## config.mk

```make
export PLATFORM = sky130hd
export DESIGN_NAME = blocking_cache
export DESIGN_NICKNAME = d
export VERILOG_FILES = /design/src/hdl/cache_pkg.sv /design/src/hdl/blocking_cache.sv /design/src/hdl/cache_dpath.sv /design/src/hdl/cache_ctrl.sv
export SDC_FILE = /design/constraint.sdc
export NUM_CORES = 2
export LEC_CHECK = 0
export ABC_AREA = 1
export BUFFER_PORTS_ARGS = -buffer_cell sky130_fd_sc_hd__buf_2
export CAP_MARGIN = 20
export CORE_ASPECT_RATIO = 0.7
export CORE_MARGIN = 2
export CORE_UTILIZATION = 55
export CTS_CLUSTER_SIZE = 25
export DETAILED_ROUTE_END_ITERATION = 8
export PLACE_DENSITY = 0.71
export SYNTH_ARGS = -nofsm -noshare
export SYNTH_HDL_FRONTEND = slang
export SYNTH_SLANG_ARGS = --single-unit
export TNS_END_PERCENT = 5
```

## constraint.sdc

```tcl
create_clock -name clk -period 9.3 [get_ports clk]
set_input_delay 1.395 -clock clk [delete_from_list [all_inputs] [get_ports clk]]
set_output_delay 1.395 -clock clk [all_outputs]
set_load 0.01 [all_outputs]
```

## src/hdl/cache_pkg.sv

```systemverilog
/*
 * Shared types and geometry for the two-way blocking data cache.
 * Every cache module and the testbench refer to these by scoped name.
 */

package cache_pkg;

  // ======================================================================
  // Geometry
  // ======================================================================

  localparam int data_nbits     = 32;
  localparam int addr_nbits     = 32;
  localparam int line_nbits     = 128;
  localparam int opaque_nbits   = 8;
  localparam int nsets          = 8;
  localparam int nways          = 2;
  localparam int idx_nbits      = 3;
  // Byte offset within a 16-byte line
  localparam int off_nbits      = 4;
  localparam int words_per_line = line_nbits / data_nbits;
  // Whole line address is kept as the tag
  localparam int tag_nbits      = addr_nbits - off_nbits;

  // ======================================================================
  // Message types
  // ======================================================================

  typedef enum logic [2:0] {
    req_read    = 3'd0,
    req_write   = 3'd1,
    req_amo_add = 3'd2,
    req_amo_and = 3'd3,
    req_amo_or  = 3'd4
  } req_type_e;

  typedef enum logic {
    mem_read  = 1'b0,
    mem_write = 1'b1
  } mem_type_e;

  // Processor request of 75 bits
  typedef struct packed {
    req_type_e                type_;
    logic [opaque_nbits-1:0]  opaque;
    logic [addr_nbits-1:0]    addr;
    logic [data_nbits-1:0]    data;
  } cache_req_t;

  // Processor response of 43 bits
  typedef struct packed {
    req_type_e                type_;
    logic [opaque_nbits-1:0]  opaque;
    logic [data_nbits-1:0]    data;
  } cache_resp_t;

  // Line-wide memory request of 161 bits
  typedef struct packed {
    mem_type_e                type_;
    logic [addr_nbits-1:0]    addr;
    logic [line_nbits-1:0]    data;
  } mem_req_t;

  typedef struct packed {
    logic [line_nbits-1:0]    data;
  } mem_resp_t;

  // Control unit to datapath
  typedef struct packed {
    logic               cachereq_en;
    logic               memresp_en;
    logic               is_refill;
    logic [nways-1:0]   tag_wen;
    logic               data_wen;
    logic               way_sel;
    logic               word_en;
    logic               read_data_en;
    logic               read_tag_en;
    mem_type_e          memreq_type;
  } ctrl_t;

  typedef enum logic [3:0] {
    st_idle, st_tag_check, st_evict_read, st_evict_req, st_refill_req,
    st_refill_wait, st_refill_write, st_data_read, st_data_write, st_resp
  } cache_state_e;

endpackage
```

## src/hdl/blocking_cache.sv

```systemverilog
/*
 * Top level of the blocking cache. Connects control unit and datapath.
 */

`timescale 1ns/1ps

module blocking_cache #(
  parameter int idx_shamt = 0
) (
  input  logic                    clk,
  input  logic                    rst_n,
  // Processor side
  input  logic                    cachereq_val,
  input  cache_pkg::cache_req_t   cachereq,
  output logic                    busy,
  output logic                    cacheresp_val,
  output cache_pkg::cache_resp_t  cacheresp,
  // Memory side
  output logic                    memreq_val,
  output cache_pkg::mem_req_t     memreq,
  input  logic                    memresp_val,
  input  cache_pkg::mem_resp_t    memresp
);

  cache_pkg::ctrl_t                       ctrl;
  cache_pkg::req_type_e                   req_type;
  logic [cache_pkg::idx_nbits-1:0]        set_idx;
  logic [cache_pkg::nways-1:0]            tag_match;

  cache_ctrl u_ctrl (
    .clk           (clk),
    .rst_n         (rst_n),
    .cachereq_val  (cachereq_val),
    .memresp_val   (memresp_val),
    .req_type      (req_type),
    .set_idx       (set_idx),
    .tag_match     (tag_match),
    .ctrl          (ctrl),
    .busy          (busy),
    .cacheresp_val (cacheresp_val),
    .memreq_val    (memreq_val)
  );

  cache_dpath #(
    .idx_shamt (idx_shamt)
  ) u_dpath (
    .clk       (clk),
    .rst_n     (rst_n),
    .cachereq  (cachereq),
    .memresp   (memresp),
    .ctrl      (ctrl),
    .cacheresp (cacheresp),
    .memreq    (memreq),
    .req_type  (req_type),
    .set_idx   (set_idx),
    .tag_match (tag_match)
  );

endmodule

```

## src/hdl/cache_dpath.sv

```systemverilog
/*
 * Cache datapath with request and refill registers, tag and data arrays,
 * tag compare, AMO unit and message packing. Steered by cache_ctrl.
 */

`timescale 1ns/1ps

module cache_dpath #(
  parameter int idx_shamt = 0
) (
  input  logic                                  clk,
  input  logic                                  rst_n,
  input  cache_pkg::cache_req_t                 cachereq,
  input  cache_pkg::mem_resp_t                  memresp,
  input  cache_pkg::ctrl_t                      ctrl,
  output cache_pkg::cache_resp_t                cacheresp,
  output cache_pkg::mem_req_t                   memreq,
  output cache_pkg::req_type_e                  req_type,
  output logic [cache_pkg::idx_nbits-1:0]       set_idx,
  output logic [cache_pkg::nways-1:0]           tag_match
);

  localparam int line_bytes = cache_pkg::line_nbits / 8;

  // ======================================================================
  // Request and refill registers
  // ======================================================================

  cache_pkg::req_type_e                   req_type_q;
  logic [cache_pkg::opaque_nbits-1:0]     opaque_q;
  logic [cache_pkg::addr_nbits-1:0]       addr_q;
  logic [cache_pkg::data_nbits-1:0]       data_q;
  logic [cache_pkg::line_nbits-1:0]       refill_q;
  logic [cache_pkg::line_nbits-1:0]       read_line_q;
  logic [cache_pkg::tag_nbits-1:0]        victim_tag_q;

  // Request type register read by the control unit
  always_ff @(posedge clk) begin
    if (!rst_n) begin
      req_type_q <= cache_pkg::req_read;
    end else if (ctrl.cachereq_en) begin
      req_type_q <= cachereq.type_;
    end
  end

  always_ff @(posedge clk) begin
    if (ctrl.cachereq_en) begin
      opaque_q <= cachereq.opaque;
      addr_q   <= cachereq.addr;
      data_q   <= cachereq.data;
    end
    if (ctrl.memresp_en) begin
      refill_q <= memresp.data;
    end
  end

  assign req_type = req_type_q;

  // Address fields
  logic [cache_pkg::tag_nbits-1:0]                req_tag;
  logic [$clog2(cache_pkg::words_per_line)-1:0]   word_off;
  logic [cache_pkg::idx_nbits:0]                  line_idx;

  assign req_tag  = addr_q[cache_pkg::addr_nbits-1:cache_pkg::off_nbits];
  // Set index sits idx_shamt bits above the line offset
  assign set_idx  = addr_q[cache_pkg::off_nbits+idx_shamt +: cache_pkg::idx_nbits];
  assign word_off = addr_q[cache_pkg::off_nbits-1:2];
  // Lines of one set sit next to each other
  assign line_idx = {set_idx, ctrl.way_sel};

  // ======================================================================
  // Tag and data arrays, read combinationally
  // ======================================================================

  logic [cache_pkg::tag_nbits-1:0]  tag_array [cache_pkg::nways][cache_pkg::nsets];
  logic [cache_pkg::line_nbits-1:0] data_array [cache_pkg::nways*cache_pkg::nsets];
  logic [cache_pkg::tag_nbits-1:0]  tag_rd [cache_pkg::nways];
  logic [cache_pkg::line_nbits-1:0] line_rd;

  always_comb begin
    for (int w = 0; w < cache_pkg::nways; w++) begin
      tag_rd[w]    = tag_array[w][set_idx];
      tag_match[w] = (tag_rd[w] == req_tag);
    end
  end

  assign line_rd = data_array[line_idx];

  // Tag written only on refill and always from the request tag
  always_ff @(posedge clk) begin
    for (int w = 0; w < cache_pkg::nways; w++) begin
      if (ctrl.tag_wen[w]) begin
        tag_array[w][set_idx] <= req_tag;
      end
    end
  end

  // Latched line and victim tag
  always_ff @(posedge clk) begin
    if (ctrl.read_data_en) begin
      read_line_q <= line_rd;
    end
    if (ctrl.read_tag_en) begin
      victim_tag_q <= tag_rd[ctrl.way_sel];
    end
  end

  // ======================================================================
  // Write path
  // ======================================================================

  logic [cache_pkg::data_nbits-1:0] old_word;
  logic [cache_pkg::data_nbits-1:0] write_word;
  logic [cache_pkg::line_nbits-1:0] line_wdata;
  logic [line_bytes-1:0]            byte_en;

  assign old_word = read_line_q[word_off*cache_pkg::data_nbits +: cache_pkg::data_nbits];

  // AMO unit combines the old word with the request data
  always_comb begin
    case (req_type_q)
      cache_pkg::req_amo_add: write_word = data_q + old_word;
      cache_pkg::req_amo_and: write_word = data_q & old_word;
      cache_pkg::req_amo_or:  write_word = data_q | old_word;
      default:                write_word = data_q;
    endcase
  end

  // Refill mux picks the whole memory line or the word replicated across the line
  assign line_wdata = ctrl.is_refill ? refill_q
                                     : {cache_pkg::words_per_line{write_word}};

  // Four bytes of the addressed word, or the whole line on refill
  assign byte_en = ctrl.word_en ? (line_bytes'(4'hf) << {word_off, 2'b00})
                                : {line_bytes{1'b1}};

  always_ff @(posedge clk) begin
    for (int b = 0; b < line_bytes; b++) begin
      if (ctrl.data_wen && byte_en[b]) begin
        data_array[line_idx][b*8 +: 8] <= line_wdata[b*8 +: 8];
      end
    end
  end

  // ======================================================================
  // Message packing
  // ======================================================================

  always_comb begin
    cacheresp.type_  = req_type_q;
    cacheresp.opaque = opaque_q;
    // Writes return zero, reads and AMOs the old word
    cacheresp.data   = (req_type_q == cache_pkg::req_write) ? '0 : old_word;
  end

  // Evict uses the latched victim tag, refill the request tag
  always_comb begin
    memreq.type_ = ctrl.memreq_type;
    memreq.addr  = (ctrl.memreq_type == cache_pkg::mem_write)
                   ? {victim_tag_q, {cache_pkg::off_nbits{1'b0}}}
                   : {req_tag, {cache_pkg::off_nbits{1'b0}}};
    memreq.data  = read_line_q;
  end

endmodule

```

## src/hdl/cache_ctrl.sv

```systemverilog
/*
 * Cache control unit. The FSM sequences hit, evict and refill, keeps
 * the valid, dirty and LRU state, and drives every datapath enable.
 */

`timescale 1ns/1ps

module cache_ctrl (
  input  logic                              clk,
  input  logic                              rst_n,
  input  logic                              cachereq_val,
  input  logic                              memresp_val,
  input  cache_pkg::req_type_e              req_type,
  input  logic [cache_pkg::idx_nbits-1:0]   set_idx,
  input  logic [cache_pkg::nways-1:0]       tag_match,
  output cache_pkg::ctrl_t                  ctrl,
  output logic                              busy,
  output logic                              cacheresp_val,
  output logic                              memreq_val
);

  cache_pkg::cache_state_e state;
  cache_pkg::cache_state_e state_next;

  // One valid and one dirty bit per way per set
  // The LRU bit of a set names its older way
  logic [cache_pkg::nsets-1:0][cache_pkg::nways-1:0] valid_bits;
  logic [cache_pkg::nsets-1:0][cache_pkg::nways-1:0] dirty_bits;
  logic [cache_pkg::nsets-1:0]                       lru_bits;

  // Way chosen in tag check and held to the end of the access
  logic way_q;

  // ======================================================================
  // Hit and victim selection
  // ======================================================================

  logic [cache_pkg::nways-1:0] hit_vec;
  logic                        hit;
  logic                        hit_way;
  logic                        victim_way;
  logic                        victim_dirty;
  logic                        is_read;

  assign hit_vec = tag_match & valid_bits[set_idx];
  assign hit     = |hit_vec;
  assign hit_way = hit_vec[1];

  // Invalid way first, then the LRU way
  always_comb begin
    if (!valid_bits[set_idx][0]) begin
      victim_way = 1'b0;
    end else if (!valid_bits[set_idx][1]) begin
      victim_way = 1'b1;
    end else begin
      victim_way = lru_bits[set_idx];
    end
  end

  assign victim_dirty = valid_bits[set_idx][victim_way] & dirty_bits[set_idx][victim_way];
  assign is_read      = (req_type == cache_pkg::req_read);

  // ======================================================================
  // FSM next state and datapath controls
  // ======================================================================

  always_comb begin
    ctrl             = '0;
    ctrl.way_sel     = way_q;
    ctrl.memreq_type = cache_pkg::mem_read;
    state_next       = state;
    case (state)
      cache_pkg::st_idle: begin
        ctrl.cachereq_en = cachereq_val;
        if (cachereq_val) begin
          state_next = cache_pkg::st_tag_check;
        end
      end
      cache_pkg::st_tag_check: begin
        if (hit) begin
          state_next = cache_pkg::st_data_read;
        end else if (victim_dirty) begin
          state_next = cache_pkg::st_evict_read;
        end else begin
          state_next = cache_pkg::st_refill_req;
        end
      end
      cache_pkg::st_evict_read: begin
        // Latch the dirty line and its tag for write-back
        ctrl.read_data_en = 1'b1;
        ctrl.read_tag_en  = 1'b1;
        state_next        = cache_pkg::st_evict_req;
      end
      cache_pkg::st_evict_req: begin
        ctrl.memreq_type = cache_pkg::mem_write;
        state_next       = cache_pkg::st_refill_req;
      end
      cache_pkg::st_refill_req: begin
        state_next = cache_pkg::st_refill_wait;
      end
      cache_pkg::st_refill_wait: begin
        ctrl.memresp_en = memresp_val;
        if (memresp_val) begin
          state_next = cache_pkg::st_refill_write;
        end
      end
      cache_pkg::st_refill_write: begin
        ctrl.is_refill      = 1'b1;
        ctrl.data_wen       = 1'b1;
        ctrl.tag_wen[way_q] = 1'b1;
        state_next          = cache_pkg::st_data_read;
      end
      cache_pkg::st_data_read: begin
        ctrl.read_data_en = 1'b1;
        state_next        = cache_pkg::st_data_write;
      end
      cache_pkg::st_data_write: begin
        // Reads pass through this state without a write
        ctrl.data_wen = !is_read;
        ctrl.word_en  = !is_read;
        state_next    = cache_pkg::st_resp;
      end
      cache_pkg::st_resp: begin
        state_next = cache_pkg::st_idle;
      end
      default: begin
        state_next = cache_pkg::st_idle;
      end
    endcase
  end

  assign busy          = (state != cache_pkg::st_idle);
  assign cacheresp_val = (state == cache_pkg::st_resp);
  assign memreq_val    = (state == cache_pkg::st_evict_req) ||
                         (state == cache_pkg::st_refill_req);

  // ======================================================================
  // State registers
  // ======================================================================

  always_ff @(posedge clk) begin
    if (!rst_n) begin
      state      <= cache_pkg::st_idle;
      way_q      <= 1'b0;
      valid_bits <= '0;
      dirty_bits <= '0;
      lru_bits   <= '0;
    end else begin
      state <= state_next;
      if (state == cache_pkg::st_tag_check) begin
        way_q <= hit ? hit_way : victim_way;
      end
      // Fresh line from memory is clean
      if (state == cache_pkg::st_refill_write) begin
        valid_bits[set_idx][way_q] <= 1'b1;
        dirty_bits[set_idx][way_q] <= 1'b0;
      end
      // Every access ends here, so LRU moves to the other way
      if (state == cache_pkg::st_data_write) begin
        lru_bits[set_idx] <= ~way_q;
        if (!is_read) begin
          dirty_bits[set_idx][way_q] <= 1'b1;
        end
      end
    end
  end

endmodule

```

# --- Yosys cells after proc, flatten, opt, wreduce, memory -nomap -nowiden ---
# Memory sizes are Yosys's and may differ from the RTL's. A register that Yosys moved wholly into a read port is not among the register bits.
# Index checks and enable logic that the tools add are counted.
totals:
  memories: 2
  ramBits: 2496
  inputBits: 207
  ff_bits: 276
  out_inout_bits: 207
  elab_cells: 186
mem_list:
  columns: ["name", "depth", "word_bits", "rd", "rd_ports_with_merged_regs", "wr", "line", "source"]
  rows:
  - ["u_dpath.data_array", 16, 128, 1, 1, 1, "cache_dpath.sv:76", "logic [cache_pkg::line_nbits-1:0] data_array [cache_pkg::nways*cache_pkg::nsets];"]
  - ["u_dpath.tag_array", 2, 224, 2, 0, 1, "cache_dpath.sv:75", "logic [cache_pkg::tag_nbits-1:0] tag_array [cache_pkg::nways][cache_pkg::nsets];"]
op_classes:
  add_sub_neg: 1
  bitwise_logic: 11
  shifts: 2
  n_reduce_logical: 28
  n_eq_ne: 17
  magnitude_cmp: 8
  mux: 92
ops:
  columns: ["operator", "count"]
  rows:
  - ["$mux 224", 4]
  - ["$mux 28", 8]
  - ["$reduce_or 224->1", 1]
  - ["$bmux 28 s3", 2]
  - ["$mux 128", 1]
  - ["$shiftx 128x8->32", 1]
  - ["$pmux 32 s3", 1]
  - ["$demux 28 s3", 1]
  - ["$mux 16", 5]
  - ["$mux 32", 2]
  - ["$eq 28x28->1", 2]
  - ["$mux 1", 51]
  - ["$pmux 4 s9", 1]
  - ["$add 32x32->32", 1]
  - ["$and 32x32->32", 1]
  - ["$or 16x16->16", 2]
  - ["$or 32x32->32", 1]
  - ["$logic_and 1x1->1", 19]
  - ["$and 16x16->16", 1]
  - ["$eq 4x3->1 const B", 4]
  - ["$not 16->16", 1]
  - ["$shl 4x4->16 const A", 1]
  - ["$bmux 2 s3", 2]
  - ["$mux 3", 3]
  - ["34 further kinds", 43]

# --- Depth between registers and ports, before layout ---
depth:
  ltp_word: 13
  depth_mapped: 23
  depth_no_buf: 22

# --- By module ---
# Synthesis repeated with hierarchy kept, for this count alone.
unflattened:
  cells_unflattened: 8303
  hier_area_um2: 113893.0
by_module_without_submodules:
  columns: ["mod", "cells_per_inst", "seq_area_each_um2", "area_each_um2", "n_inst"]
  rows:
  - ["cache_dpath", 7913, 85642.1, 111443.1, 1]
  - ["cache_ctrl", 390, 900.9, 2449.8, 1]

# --- Worst setup path before layout ---
# OpenSTA, ideal clock, no wires.
synth_timing:
  path_type: "input to register"
  from: "in memresp_val"
  to: "reg u_dpath.refill_q[0] in the netlist's numbering, enable pin"
  stages: 2
  required_ns: 8.684
  arrival_time_ns: 6.723
  setup_ns: 0.616
  path_buffers: 0
  slack_ns: 1.961
  path_cell_list: "inv_1 -> nor2_1"
synth_lines:
  columns: ["item", "line", "source"]
  rows:
  - ["from (decl)", "blocking_cache.sv:21", "input logic memresp_val,"]
  - ["to (signal assigned)", "cache_dpath.sv:53", "refill_q <= memresp.data;"]
  - ["to (decl)", "cache_dpath.sv:33", "logic [cache_pkg::line_nbits-1:0] refill_q;"]

# --- Worst setup path in the final report ---
layout_timing:
  from: "reg u_dpath.addr_q[3] in the netlist's numbering"
  to: "mem u_dpath.data_array[2][24] in the netlist's numbering (data pin)"
layout_between:
  elab_chain_len: 4
  word_cells_on_any_way: 6
  classes_between: "add/sub (1); shift (1); mux (2); bitwise (2)"
layout_rtl:
  columns: ["item", "line", "source"]
  rows:
  - ["from (decl)", "cache_dpath.sv:31", "logic [cache_pkg::addr_nbits-1:0] addr_q;"]
  - ["from (signal assigned)", "cache_dpath.sv:49", "addr_q <= cachereq.addr;"]
  - ["$shiftx 128x8->32 *", "cache_dpath.sv:117", "assign old_word = read_line_q[word_off*cache_pkg::data_nbits +: cache_pkg::data_nbits];"]
  - ["$add 32x32->32 (tied with other cells)", "cache_dpath.sv:122", "cache_pkg::req_amo_add: write_word = data_q + old_word;"]
  - ["$pmux 32 s3 *", "cache_dpath.sv:121", "case (req_type_q)"]
  - ["$mux 128 *", "cache_dpath.sv:130", "assign line_wdata = ctrl.is_refill ? refill_q"]
  - ["named net u_dpath.line_wdata (one bit)", "cache_dpath.sv:114", "logic [cache_pkg::line_nbits-1:0] line_wdata;"]
  - ["to (decl)", "cache_dpath.sv:76", null]
# Mark *: on every way through the listed nets, which the timed path passes. The rest lies on a longest branch.

==> flow_metrics.env <==
export IMPL_final_hold_viol_count=0
export IMPL_crit_top_cell="o21ai_0"
export IMPL_synthXorXnorAreaFrac_pct=0.0308
export IMPL_postSynthCellCount=8458
export IMPL_worstSetupPathType="reg -> reg"
export IMPL_die_x_um=548
export IMPL_leakage_nw=43.5
export IMPL_rows=139
export IMPL_switching_share_pct=27.3
export IMPL_worst_ep_arrival_time_ns=6.78
export IMPL_ys_flop_type="edfxtp_1"
export IMPL_gp_congestion=0.998
export IMPL_synth_area_um2=114000
export IMPL_ioPinCount=414
export IMPL_clock_root_buffer="clkbuf_16"
export IMPL_numPortBuffers=407
export IMPL_drive_above_1_share_pct=11.6
export IMPL_final_util_pct=62.1
export IMPL_max_slew_margin_rel_pct=16.5
export IMPL_avgSynthCellArea_um2=13.5
export IMPL_whs_path_depth=2
export IMPL_synth_adder_area_share_pct=0.798
export IMPL_yosys_warnings=0
export IMPL_intPower_mw=22.2
export IMPL_syn_to_final_growth_pct=12.1
export IMPL_finalSetupTns_ns=0
export IMPL_ctsHoldBuffers=0
export IMPL_seq_area_frac_synth_pct=76.1
export IMPL_outcome="finished, final reports clean"
export IMPL_viasPerCell=6.40
export IMPL_peakVddDrop_mv=0.185
export IMPL_fin_crit_sh_pct=67.0
export IMPL_dp_slack_ns=3.38
export IMPL_grt_pass1_vias=69158
export IMPL_path_delay_family="simple AND/OR/NAND/NOR gates"
export IMPL_switchingPower_mw=8.32
export IMPL_critical_path_depth=16
export IMPL_wl_per_cell_um=30.5
export IMPL_drc=0
export IMPL_synth_edf_count=2850
export IMPL_clkTransAtPathRegs_ns=0.07
export IMPL_synthMuxAreaShare_pct=0
export IMPL_final_cell_mix="edfxtp_1, nand2_1, nand3_1, a22oi_1, a31oi_1"
export IMPL_post_cts_buffers=0
export IMPL_rsz0062_at_grt="no"
export IMPL_worst_slew_pin_transition_ns=1.24
export IMPL_critical_path_max_fanout=31
export IMPL_drt_iter0_drc=13036
export IMPL_final_common_cell="edfxtp_1"
export IMPL_vias=75309
export IMPL_cts_sinks=2898
export IMPL_dr_pass1_iters=6
export IMPL_fp_dieArea_um2=211000
export IMPL_critPathSlowestCell="nand2_1"
export IMPL_slew_violations=0
export IMPL_pwr_share_clk_pct=34.9
export IMPL_required_ns=9.85
export IMPL_synth_top_family_by_area="simple AND/OR/NAND/NOR gates"
export IMPL_hpwl_um=204000
export IMPL_post_cts_resized=0
export IMPL_cp_slowest_stage_delay_ns=0.84
export IMPL_cts_buffer_depth=4
export IMPL_grt_pass1_wl_um=499000
export IMPL_combPwrFrac_pct=14.3
export IMPL_crit_buf_inv=1
export IMPL_tritoncts="built"
export IMPL_period_needed_ns=6.23
export IMPL_fmax_mhz=161
export IMPL_async_flop_share_pct=0
export IMPL_cts_buffers=272
export IMPL_routed_wl_um=358000
export IMPL_grt_max_degree=191
export IMPL_synthSimpleGateAreaFrac_pct=12.2
export IMPL_synth_cell_types=46
export IMPL_rr_worst_depth=16
export IMPL_groute_usage_overall_pct=33.3
export IMPL_clk_latency_ns=0.86
export IMPL_core_area_um2=205000
export IMPL_ys_ff_latch=2898
export IMPL_crit_path_start_kind="flop"
export IMPL_critPathCaptureType="flop"
export IMPL_skew_ns=0.0803
export IMPL_antenna_found_initial=26
export IMPL_grt_overflow=0
export IMPL_power_density_nw_per_um2=239
export IMPL_synth_compound_area_share_pct=8.14
export IMPL_p_seq_share_pct=50.7
export IMPL_setup_viol=0
export IMPL_finalNetCount=9086
export IMPL_h_tree_depth=5
export IMPL_path_cells="nor2_4, a22oi_1, and2_1, ha_1, a21oi_1, o21ai_0, a21oi_1, o21ai_0, buf_4, a21oi_1, o21ai_0, nand2_1, nand2_1, o21ai_0, nand3_1, nand2_1"
export IMPL_ant_nets=0
export IMPL_die_height_um=385
export IMPL_initial_core_util_pct=55.4
export IMPL_worst_slack_ns=3.07
export IMPL_hold_class="reg -> reg"
export IMPL_cap_violations=0
==> worst paths after layout <==
| path | startpoint | end | slack (ns) |
|---|---|---|---|
| max | u_dpath.addr_q[3] | u_dpath.data_array[2][24] | 3.07 |
| min | u_ctrl.valid_bits[5] | u_ctrl.valid_bits[5] | 0.46 |
| max reg2reg | u_dpath.addr_q[3] | u_dpath.data_array[2][24] | 3.07 |
| min reg2reg | u_ctrl.valid_bits[5] | u_ctrl.valid_bits[5] | 0.46 |
==> synthesized netlist by cell type (all sizes together) (10+ instances only) <==
| master | n | share of area (%) |
|---|---|---|
| a21oi | 95 | 0.42 |
| a221oi | 12 | 0.092 |
| a22oi | 564 | 3.7 |
| a31oi | 545 | 3.0 |
| and2 | 21 | 0.12 |
| buf | 202 | 0.90 |
| clkbuf | 297 | 0.98 |
| dfxtp | 48 | 0.84 |
| edfxtp | 2850 | 75 |
| ha | 71 | 0.78 |
| inv | 251 | 0.83 |
| nand2 | 2270 | 7.5 |
| nand3 | 608 | 2.7 |
| nand4 | 10 | 0.055 |
| nor2 | 280 | 0.95 |
| o2111ai | 10 | 0.077 |
| o21ai | 123 | 0.54 |
| o22ai | 17 | 0.093 |
| or4 | 128 | 0.84 |
==> sequential cells by signal, summed over array words and instances (netlist names) <==
register,count
u_dpath.data_array,2048
u_dpath.tag_array,448
u_dpath.read_line_q,128
u_dpath.refill_q,128
u_dpath.data_q,32
u_dpath.addr_q,30
u_dpath.victim_tag_q,28
u_ctrl.dirty_bits,16
u_ctrl.valid_bits,16
u_ctrl.lru_bits,8
u_dpath.opaque_q,8
u_ctrl.state,4
u_dpath.req_type,3
u_ctrl.way_q,1
==> stage by stage <==
step	hold slack, ns	instance area (um2)	power [mW]	instances
2_1_floorplan	0.429	114000	18.1	8461
3_3_place_gp	0.438	119000	19.8	11279
3_5_place_dp	0.446	119000	19.9	11279
4_1_cts	0.455	127000	30.4	11751
5_1_grt	0.473	128000	31.3	11756
6_report	0.458	128000	30.5	11763
==> logic make-up after synthesis <==
| logic type | after synthesis |
|---|---|
| compound gates | 1394 |
| xor+xnor | 4 |
| fa+ha+maj | 72 |
| buf+inv | 751 |
| flops | 2898 |
| other cells | 1 |
| simple gates | 3338 |
==> power by group through the flow <==
stage / Sequential, mW / Combinational [mW] / Clock [mW]
4_1_cts: 15.5 / 4.22 / 10.7
3_5_place_dp: 15.7 / 4.20 / 0
5_1_grt: 15.5 / 4.62 / 11.2
3_3_place_gp: 15.7 / 4.08 / 0
6_report: 15.5 / 4.37 / 10.6
2_1_floorplan: 15.7 / 2.41 / 0
==> routing by layer <==
layer  vias to the layer above  share of wire (%)  global-route usage [%]
met1                     36818                 38                    47.4
met2                      5548                 43                    47.5
li1                      32094                  -                       -
met4                        12                5.4                    15.7
met5                         -              0.045                   0.315
met3                       837                 14                    9.47
==> tightest hold or removal path, stage by stage, from the launching register on <==
cell and delay [ns]:
dfxtp_1 0.30, inv_1 0.05, a21oi_1 0.06
==> cell type report <==
class                   count  area [um2]
flip-flops and latches   2898       86500
multi-input cells        4812       24900
inverters                 252         961
fillers                 14784       77800
well taps                2749        3440
diodes                      9        22.5
repair buffers            571        3410
clock inverters           130        1000
clock buffers             342        7260
No activity file was read; power rests on OpenSTA's default activity.
